**src/logic/mipsIsaPkg.sv**
```systemverilog
package mipsIsaPkg;

   // Field widths of the instruction word
   localparam int opBits  = 6;
   localparam int regBits = 5;
   localparam int immBits = 16;

   // Field positions counted from bit 0
   localparam int opPos    = 26;
   localparam int rsPos    = 21;
   localparam int rtPos    = 16;
   localparam int rdPos    = 11;
   localparam int functPos = 0;

   // Data word or byte address
   typedef logic [31:0] wordT;
   typedef logic [regBits-1:0] regAddrT;
   // Operation select of the ALU
   typedef logic [3:0] aluCtrlT;
   // Class handed from the main decoder to the ALU decoder
   typedef logic [1:0] aluOpT;

   localparam aluOpT aluOpMem    = 2'b00;
   localparam aluOpT aluOpBranch = 2'b01;
   localparam aluOpT aluOpR      = 2'b10;

   // Primary opcodes
   localparam logic [opBits-1:0] opR   = 6'h00;
   localparam logic [opBits-1:0] opLw  = 6'h23;
   localparam logic [opBits-1:0] opSw  = 6'h2B;
   localparam logic [opBits-1:0] opBeq = 6'h04;

   // R-type funct codes
   localparam logic [opBits-1:0] fnAdd = 6'h20;
   localparam logic [opBits-1:0] fnSub = 6'h22;
   localparam logic [opBits-1:0] fnAnd = 6'h24;
   localparam logic [opBits-1:0] fnOr  = 6'h25;
   localparam logic [opBits-1:0] fnSlt = 6'h2A;

   // Textbook ALU encodings
   localparam aluCtrlT aluAnd = 4'b0000;
   localparam aluCtrlT aluOr  = 4'b0001;
   localparam aluCtrlT aluAdd = 4'b0010;
   localparam aluCtrlT aluSub = 4'b0110;
   localparam aluCtrlT aluSlt = 4'b0111;

   // Data memory size in words
   localparam int dataMemWords    = 64;
   localparam int dataMemAddrBits = $clog2(dataMemWords);

endpackage

```
**src/logic/fetchStage.sv**
```systemverilog
module fetchStage (
   input  logic             clk,
   input  logic             arstN,
   input  logic             pcSrc,
   input  mipsIsaPkg::wordT branchTarget,
   input  mipsIsaPkg::wordT instr,
   output mipsIsaPkg::wordT imemAddr,
   output mipsIsaPkg::wordT instrId,
   output mipsIsaPkg::wordT pcPlus4Id
);

   mipsIsaPkg::wordT pc;
   mipsIsaPkg::wordT pcPlus4;
   mipsIsaPkg::wordT nextPc;

   assign pcPlus4  = pc + 32'd4;
   // Taken beq from MEM overrides the sequential fetch
   assign nextPc   = pcSrc ? branchTarget : pcPlus4;
   assign imemAddr = pc;

   // PC and instruction half of IF/ID
   always_ff @(posedge clk or negedge arstN) begin
      if (!arstN) begin
         pc      <= '0;
         // All-zero word decodes as nop
         instrId <= '0;
      end else begin
         pc      <= nextPc;
         instrId <= instr;
      end
   end

   always_ff @(posedge clk) begin
      pcPlus4Id <= pcPlus4;
   end

   // Branch targets from EX must keep the fetch word-aligned
   pcAligned: assert property (@(posedge clk) disable iff (!arstN) pc[1:0] == 2'b00)
      else $error("PC not word-aligned: %h", pc);

endmodule

```
**config.mk**
```make
export PLATFORM = sky130hd
export DESIGN_NAME = fetchStage
export DESIGN_NICKNAME = d
export VERILOG_FILES = /design/src/logic/mipsIsaPkg.sv /design/src/logic/fetchStage.sv
export SDC_FILE = /design/constraint.sdc
export NUM_CORES = 1
export LEC_CHECK = 0
export BUFFER_PORTS_ARGS = -buffer_cell sky130_fd_sc_hd__buf_4
export CAP_MARGIN = 20
export CORE_MARGIN = 5
export CORE_UTILIZATION = 49
export CTS_CLUSTER_DIAMETER = 60
export DETAILED_ROUTE_END_ITERATION = 16
export GPL_ROUTABILITY_DRIVEN = 0
export GPL_TIMING_DRIVEN = 0
export MAX_ROUTING_LAYER = met4
export PLACE_DENSITY_LB_ADDON = 0.12
export SLEW_MARGIN = 15
export SYNTH_ARGS = -nofsm -noshare
export SYNTH_HDL_FRONTEND = slang
export SYNTH_SLANG_ARGS = --single-unit
export TNS_END_PERCENT = 5
```
**constraint.sdc**
```tcl
create_clock -name clk -period 5.4 [get_ports clk]
set_input_delay 1.62 -clock clk [delete_from_list [all_inputs] [get_ports clk]]
set_output_delay 1.62 -clock clk [all_outputs]
set_load 0.02 [all_outputs]
```
==> run_summary.xml, run 1 <==
<?xml version="1.0" encoding="UTF-8"?>
<metrics>
  <group name="drt">
    <metric name="drt_pass1_iterations" unit="">4</metric>
    <metric name="ant_nets" unit="">0</metric>
    <metric name="detail_route.wl_per_cell" unit="microns">16.9</metric>
    <metric name="detailroute.via_count" unit="">2695</metric>
    <metric name="number_of_drc_markers_in_iteration_0" unit="">66</metric>
    <metric name="viasPerCell" unit="">5.17</metric>
    <metric name="drt_drc_violations_left" unit="">0</metric>
    <metric name="routed_wirelength" unit="microns">8820</metric>
  </group>
  <group name="critical_path">
    <metric name="worstSetupPathType" unit="">input pin to flop</metric>
    <metric name="cp_data_arrival_time" unit="ns">3.03</metric>
    <metric name="worstSetupStartpointType" unit="">input pin</metric>
    <metric name="worst_path_largest_cell_delay" unit="ns">0.48</metric>
    <metric name="peak_fanout_along_the_critical_path" unit="">10</metric>
    <metric name="path_buf_inv" unit="">4</metric>
    <metric name="cp.required" unit="ns">5.66</metric>
    <metric name="setup.worst_path.end_class" unit="">flop</metric>
    <metric name="worst_path_max_delay_cell" unit="">sky130_fd_sc_hd__clkbuf_1</metric>
    <metric name="critPathTopFamily" unit="">buffers and inverters</metric>
    <metric name="worstPathCellList" unit="">buf_4 &gt; inv_1 &gt; clkbuf_1 &gt; clkbuf_1 &gt; o211ai_1 &gt; o211ai_1</metric>
  </group>
  <group name="global_route">
    <metric name="globalRouteOverflowTotal" unit="">0</metric>
    <metric name="gr-usage-all-layers" unit="">0.212</metric>
    <metric name="number_of_global_route_vias_before_repair" unit="">2881</metric>
    <metric name="antenna_found_initial" unit="">0</metric>
    <metric name="grt_start_max_net_pins" unit="">65</metric>
    <metric name="wire_length_of_the_first_global_routing_pass" unit="microns">13800</metric>
  </group>
  <group name="timing">
    <metric name="final_hold_viol_count" unit="">0</metric>
    <metric name="relSlewSlack" unit="">0.464</metric>
    <metric name="worst_setup_skew_after_layout" unit="ns">0.0128</metric>
    <metric name="timing_worst_slew_pin_value" unit="ns">0.804</metric>
    <metric name="worst_slack" unit="ns">2.63</metric>
    <metric name="setup_viol" unit="">0</metric>
    <metric name="fin_crit_sh" unit="">0.513</metric>
    <metric name="tns" unit="ns">0</metric>
    <metric name="period_needed" unit="ns">2.77</metric>
    <metric name="setup_repair_after_global_routing_missed_its_margin" unit="">no</metric>
    <metric name="maxSlewViolCount" unit="">0</metric>
    <metric name="clock.fmax" unit="MHz">361</metric>
  </group>
  <group name="clock_tree">
    <metric name="max-clock-path-buffers" unit="">2</metric>
    <metric name="cts_sinks" unit="">96</metric>
    <metric name="cts_made_buffers" unit="">9</metric>
    <metric name="tritoncts" unit="">yes</metric>
    <metric name="worstSkewPairLatency" unit="ns">0.36</metric>
    <metric name="cts_h_tree_lvls" unit="">3</metric>
    <metric name="clock_root_buffer" unit="">sky130_fd_sc_hd__clkbuf_8</metric>
    <metric name="postCtsSetupRepairBufs" unit="">0</metric>
    <metric name="cts.repair.resized" unit="">0</metric>
    <metric name="path_clk_slew" unit="ns">0.09</metric>
    <metric name="post_cts_hold_buffer_count" unit="">0</metric>
  </group>
  <group name="placed_design">
    <metric name="place_ws" unit="ns">2.25</metric>
    <metric name="port_buffers" unit="">162</metric>
    <metric name="dpl.hpwl" unit="microns">6580</metric>
    <metric name="place_inst" unit="">505</metric>
  </group>
  <group name="floorplanning">
    <metric name="initial_utilization" unit="">0.503</metric>
    <metric name="core_region_area" unit="sq mm">0.00676</metric>
    <metric name="row_count" unit="">30</metric>
    <metric name="die_height" unit="microns">93.3</metric>
    <metric name="die_area" unit="sq mm">0.00871</metric>
    <metric name="die-width" unit="microns">93.3</metric>
    <metric name="pin_count" unit="">163</metric>
  </group>
  <group name="cells_and_area">
    <metric name="n_antenna_cell" unit="">0</metric>
    <metric name="final_net_count" unit="">504</metric>
    <metric name="final_layout_size_suffix_gt1_frac" unit="">0.478</metric>
    <metric name="layout-area-overhead-vs-synth" unit="%">45.4</metric>
    <metric name="layoutNonFillerInstCount" unit="">521</metric>
  </group>
  <group name="logic_synthesis">
    <metric name="post-synth-top-count-cell" unit="">sky130_fd_sc_hd__dfrtp_1</metric>
    <metric name="synth_fp_nets" unit="">331</metric>
    <metric name="ys_ff_latch" unit="">96</metric>
    <metric name="synthDominantAreaCellType" unit="">sky130_fd_sc_hd__dfrtp_1</metric>
    <metric name="synthFlopType" unit="">sky130_fd_sc_hd__dfrtp_1</metric>
    <metric name="postSynth.asyncResetShare" unit="">0.667</metric>
    <metric name="yosys_warnings" unit="">0</metric>
    <metric name="yosys.area.top_type_share" unit="">0.471</metric>
    <metric name="synthTopCellsByCount" unit="">64 x sky130_fd_sc_hd__dfrtp_1, 32 x sky130_fd_sc_hd__dfxtp_1, 21 x sky130_fd_sc_hd__nand2_1</metric>
    <metric name="ys_seq_area_frac" unit="">0.659</metric>
    <metric name="netlist_area_pre_place" unit="sq mm">0.00340</metric>
    <metric name="avgSynthCellArea" unit="sq um">12.9</metric>
    <metric name="syn-instance-count" unit="">263</metric>
    <metric name="synth-edff-count" unit="">0</metric>
    <metric name="yosys-top-cells-area" unit="">sky130_fd_sc_hd__dfrtp_1 47%, sky130_fd_sc_hd__dfxtp_1 19%, sky130_fd_sc_hd__mux2_2 5.3%</metric>
    <metric name="synth.distinct_cells" unit="">37</metric>
  </group>
  <group name="pwr">
    <metric name="p_leak" unit="nW">2.28</metric>
    <metric name="vdd_drop_max" unit="V">0.000234</metric>
    <metric name="p_per_cell_area" unit="mW/mm^2">347</metric>
    <metric name="totalPowerFinal" unit="mW">1.72</metric>
  </group>
  <group name="status">
    <metric name="outcome" unit="">finished clean</metric>
  </group>
  <group name="hold_path">
    <metric name="hp-class" unit="">flop to flop</metric>
  </group>
  <group name="job">
    <metric name="maxCapViolations" unit="">0</metric>
  </group>
</metrics>
==> worst paths after layout <==
check,from,to,slack [ns],cells after the start
worst max-delay path,pcSrc,imemAddr[18],2.63,6
worst min-delay path,imemAddr[0],pcPlus4Id[0],0.40,0
worst max register to register,imemAddr[2],imemAddr[20],3.25,5
worst min register to register,imemAddr[0],pcPlus4Id[0],0.40,0
max in group asynchronous,arstN,imemAddr[18],3.52,1
min in group asynchronous,arstN,instrId[20],1.35,1
==> kinds of logic (layout without fill, tap and decap cells) <==
logic type,Yosys count,in the layout,share of synthesized area
flip-flops,96,96,0.659
AND/OR/NAND/NOR,88,88,0.148
AO/OA/AOI/OAI,30,30,0.0681
XOR/XNOR,17,17,0.0438
multiplexers,16,16,0.0530
buffers and inverters,15,193,0.0239
adder cells (fa/ha/maj),1,1,0.00368
==> area by class of cell <==
cell class | instances | area (sq um)
Multi-Input combinational cell | 152 | 1080
Buffer | 11 | 66.3
Timing Repair Buffer | 162 | 1220
Clock buffer | 11 | 141
Clock inverter | 5 | 86.3
Inverter | 4 | 15.0
Fill cell | 505 | 1810
Tap cell | 80 | 100
Sequential cell | 96 | 2240
==> metrics by stage <==
stage	cell area (sq um)	util	hold slack (ns)
6_report	4940	0.732	0.399
3_3_place_gp	4720	0.698	0.371
5_1_grt	4940	0.732	0.425
4_1_cts	4940	0.732	0.401
2_1_floorplan	3400	-	0.365
3_5_place_dp	4720	0.698	0.380
==> registers in the layout, summed over array words and instances, names as in the netlist <==
signal and flops:
imemAddr 32, instrId 32, pcPlus4Id 32
==> layer usage <==
metal	vias to the layer above	global-route usage	share of wire
met4	0	0.0867	0.012
met3	10	0.0491	0.070
met2	91	0.361	0.52
met1	1304	0.241	0.40
li1	1290	-	-
met5	-	-	0
==> where the power goes <==
group | internal (mW) | leakage, nW | switching (mW)
logic | 0.166 | 1.15 | 0.185
registers | 0.786 | 1.01 | 0.0517
clock network | 0.278 | 0.115 | 0.252
==> layout by cell type (no fill, tap or decap), types with 2 or more instances in the layout <==
cell type and n:
sky130_fd_sc_hd__a221o_1 2, sky130_fd_sc_hd__a31oi_1 7, sky130_fd_sc_hd__and4_1 4, sky130_fd_sc_hd__and4_2 2, sky130_fd_sc_hd__buf_4 164, sky130_fd_sc_hd__buf_6 2, sky130_fd_sc_hd__bufinv_16 2, sky130_fd_sc_hd__clkbuf_1 6
sky130_fd_sc_hd__clkbuf_8 10, sky130_fd_sc_hd__dfrtp_1 64, sky130_fd_sc_hd__dfxtp_1 32, sky130_fd_sc_hd__inv_1 4, sky130_fd_sc_hd__inv_6 2, sky130_fd_sc_hd__mux2_2 16, sky130_fd_sc_hd__nand2_1 21, sky130_fd_sc_hd__nand2b_1 4
sky130_fd_sc_hd__nand3_1 11, sky130_fd_sc_hd__nand4_1 11, sky130_fd_sc_hd__nor2_1 8, sky130_fd_sc_hd__nor3_1 5, sky130_fd_sc_hd__nor4_1 4, sky130_fd_sc_hd__o211ai_1 3, sky130_fd_sc_hd__o21a_1 2, sky130_fd_sc_hd__o31a_1 6
sky130_fd_sc_hd__o31ai_1 7, sky130_fd_sc_hd__or2_2 7, sky130_fd_sc_hd__or4_1 6, sky130_fd_sc_hd__xnor2_1 13, sky130_fd_sc_hd__xor2_1 4
(Power assumes the default switching activity.)
==> run 2: changes to the inputs <==
- CORE_UTILIZATION: 49 -> 41
- clock period: 5.4 -> 2.5 ns (I/O delays scaled with it)
==> run 2 against run 1 <==
Effect of this change:
- design area is 0.30% higher
- via count fell by 0.48%
- register-to-register slack worse by 2.9 ns
- largest cell class unchanged
- largest power group unchanged
- highest routed layer unchanged
==> run_summary.xml, run 2 (same netlist as run 1, synthesis figures left out) <==
<?xml version="1.0" encoding="UTF-8"?>
<metrics>
  <group name="status">
    <metric name="outcome" unit="">finished clean</metric>
  </group>
  <group name="timing">
    <metric name="setup_viol" unit="">0</metric>
    <metric name="worst_slack" unit="ns">0.324</metric>
    <metric name="setup_repair_after_global_routing_missed_its_margin" unit="">no</metric>
    <metric name="final_hold_viol_count" unit="">0</metric>
    <metric name="period_needed" unit="ns">2.18</metric>
    <metric name="fin_crit_sh" unit="">0.870</metric>
    <metric name="tns" unit="ns">0</metric>
    <metric name="fin_worst_hold_slack" unit="ns">0.399</metric>
    <metric name="worst_setup_skew_after_layout" unit="ns">0.00946</metric>
    <metric name="timing_worst_slew_pin_value" unit="ns">0.825</metric>
    <metric name="relSlewSlack" unit="">0.450</metric>
    <metric name="maxSlewViolCount" unit="">0</metric>
    <metric name="clock.fmax" unit="MHz">460</metric>
  </group>
  <group name="critical_path">
    <metric name="cp.required" unit="ns">2.73</metric>
    <metric name="worstSetupStartpointType" unit="">flop</metric>
    <metric name="setup.worst_path.end_class" unit="">flop</metric>
    <metric name="worst-r2r-cell-count" unit="">5</metric>
    <metric name="regToRegEndpoint" unit="">imemAddr[20]</metric>
    <metric name="worstPathCellList" unit="">ha_1 &gt; and3_1 &gt; nand3_1 &gt; or2_2 &gt; a221o_1</metric>
    <metric name="worst_path_max_delay_cell" unit="">sky130_fd_sc_hd__dfrtp_1</metric>
    <metric name="reg2reg_slack" unit="ns">0.32</metric>
    <metric name="critPathTopFamily" unit="">simple AND/OR/NAND/NOR gates</metric>
    <metric name="cp_data_arrival_time" unit="ns">2.41</metric>
    <metric name="regToRegStartpoint" unit="">imemAddr[2]</metric>
    <metric name="worst_path_largest_cell_delay" unit="ns">0.49</metric>
    <metric name="path_buf_inv" unit="">0</metric>
    <metric name="worstSetupPathType" unit="">flop to flop</metric>
    <metric name="peak_fanout_along_the_critical_path" unit="">8</metric>
  </group>
  <group name="clock_tree">
    <metric name="post_cts_hold_buffer_count" unit="">0</metric>
    <metric name="worstSkewPairLatency" unit="ns">0.35</metric>
    <metric name="max-clock-path-buffers" unit="">2</metric>
    <metric name="path_clk_slew" unit="ns">0.09</metric>
    <metric name="postCtsSetupRepairBufs" unit="">0</metric>
    <metric name="clock_root_buffer" unit="">sky130_fd_sc_hd__clkbuf_8</metric>
    <metric name="tritoncts" unit="">yes</metric>
    <metric name="cts_sinks" unit="">96</metric>
    <metric name="cts.repair.resized" unit="">0</metric>
    <metric name="cts_h_tree_lvls" unit="">3</metric>
    <metric name="cts_made_buffers" unit="">9</metric>
  </group>
  <group name="cells_and_area">
    <metric name="layout-area-overhead-vs-synth" unit="%">45.8</metric>
    <metric name="layoutNonFillerInstCount" unit="">546</metric>
    <metric name="postLayoutCellArea" unit="sq mm">0.00496</metric>
    <metric name="layout.cells.most_common_list" unit="">164 x sky130_fd_sc_hd__buf_4, 64 x sky130_fd_sc_hd__dfrtp_1, 32 x sky130_fd_sc_hd__dfxtp_1, 21 x sky130_fd_sc_hd__nand2_1, 16 x sky130_fd_sc_hd__mux2_2</metric>
    <metric name="n_antenna_cell" unit="">0</metric>
    <metric name="final_layout_size_suffix_gt1_frac" unit="">0.481</metric>
    <metric name="final_net_count" unit="">504</metric>
    <metric name="fill_cells" unit="">723</metric>
    <metric name="layout_commonest_cell" unit="">sky130_fd_sc_hd__buf_4</metric>
  </group>
  <group name="placed_design">
    <metric name="port_buffers" unit="">162</metric>
    <metric name="place_ws" unit="ns">0.187</metric>
    <metric name="placement.cell_area" unit="sq mm">0.00475</metric>
    <metric name="dpl.hpwl" unit="microns">6670</metric>
    <metric name="place_inst" unit="">530</metric>
  </group>
  <group name="hold_path">
    <metric name="hp-class" unit="">flop to flop</metric>
    <metric name="holdPathEnd" unit="">pcPlus4Id[1]</metric>
    <metric name="hp-start" unit="">imemAddr[1]</metric>
    <metric name="whs_path_depth" unit="">0</metric>
  </group>
  <group name="drt">
    <metric name="detail_route.wl_per_cell" unit="microns">16.2</metric>
    <metric name="number_of_drc_markers_in_iteration_0" unit="">64</metric>
    <metric name="ant_nets" unit="">0</metric>
    <metric name="drt_pass1_iterations" unit="">4</metric>
    <metric name="drt_drc_violations_left" unit="">0</metric>
    <metric name="viasPerCell" unit="">4.91</metric>
    <metric name="routed_wirelength" unit="microns">8820</metric>
    <metric name="detailroute.via_count" unit="">2682</metric>
  </group>
  <group name="pwr">
    <metric name="p_leak" unit="nW">2.26</metric>
    <metric name="reg_power_frac" unit="">0.500</metric>
    <metric name="net-switching-power" unit="mW">1.06</metric>
    <metric name="p_sw_frac" unit="">0.293</metric>
    <metric name="vdd_drop_max" unit="V">0.000379</metric>
    <metric name="comb_power_share" unit="">0.208</metric>
    <metric name="power.internal" unit="mW">2.56</metric>
    <metric name="power.clock.fraction" unit="">0.292</metric>
    <metric name="p_per_cell_area" unit="mW/mm^2">730</metric>
  </group>
  <group name="floorplanning">
    <metric name="die_area" unit="sq mm">0.0102</metric>
    <metric name="die_height" unit="microns">101</metric>
    <metric name="row_count" unit="">33</metric>
    <metric name="pin_count" unit="">163</metric>
    <metric name="die-width" unit="microns">101</metric>
    <metric name="core_region_area" unit="sq mm">0.00813</metric>
    <metric name="initial_utilization" unit="">0.418</metric>
  </group>
  <group name="job">
    <metric name="maxCapViolations" unit="">0</metric>
  </group>
  <group name="global_route">
    <metric name="antenna_found_initial" unit="">0</metric>
    <metric name="gr-usage-all-layers" unit="">0.185</metric>
    <metric name="wire_length_of_the_first_global_routing_pass" unit="microns">14200</metric>
    <metric name="globalRouteOverflowTotal" unit="">0</metric>
    <metric name="number_of_global_route_vias_before_repair" unit="">2802</metric>
    <metric name="grt_start_max_net_pins" unit="">65</metric>
  </group>
</metrics>
## run 2: cell type report
| type | count | area, sq um | share of cell area |
|---|---|---|---|
| flip-flops and latches | 96 | 2240 | 0.452 |
| repair buffers | 162 | 1220 | 0.245 |
| multi-input cells | 152 | 1080 | 0.217 |
| clock buffers | 10 | 138 | 0.0277 |
| well taps | 105 | 131 | 0.0265 |
| clock inverters | 6 | 73.8 | 0.0149 |
| plain buffers | 11 | 66.3 | 0.0134 |
| inverters | 4 | 15.0 | 0.00303 |
## run 2: how the worst max path moves through the flow
stage,depth (start not counted),endpoint,slack [ns],from
detailed placement,6,imemAddr[27],0.19,pcSrc
floorplan,5,imemAddr[20],0.62,imemAddr[2]
CTS,5,imemAddr[20],0.30,imemAddr[2]
global route,5,imemAddr[20],0.15,imemAddr[2]
global placement,6,imemAddr[18],0.22,pcSrc
finish,5,imemAddr[20],0.32,imemAddr[2]
## run 2: stage by stage
step | util | power, mW
finish | 0.610 | 3.62
global route | 0.610 | 3.81
CTS | 0.610 | 3.67
detailed placement | 0.584 | 2.61
global placement | 0.584 | 2.59
floorplan | - | 2.19
## run 2: layer usage
layer | GRT usage | routed length, microns | part of all wire
met1 | 0.215 | 3510 | 0.40
met2 | 0.313 | 4570 | 0.52
met3 | 0.0609 | 691 | 0.078
met4 | 0.0429 | 55 | 0.0062
met5 | - | 0 | 0
## run 2: power by group through the flow
stage	logic, mW	clock network [mW]	registers (mW)
floorplan	0.182	0	2.01
global placement	0.758	0	1.84
detailed placement	0.766	0	1.84
CTS	0.767	1.09	1.81
global route	0.811	1.16	1.83
finish	0.754	1.06	1.81
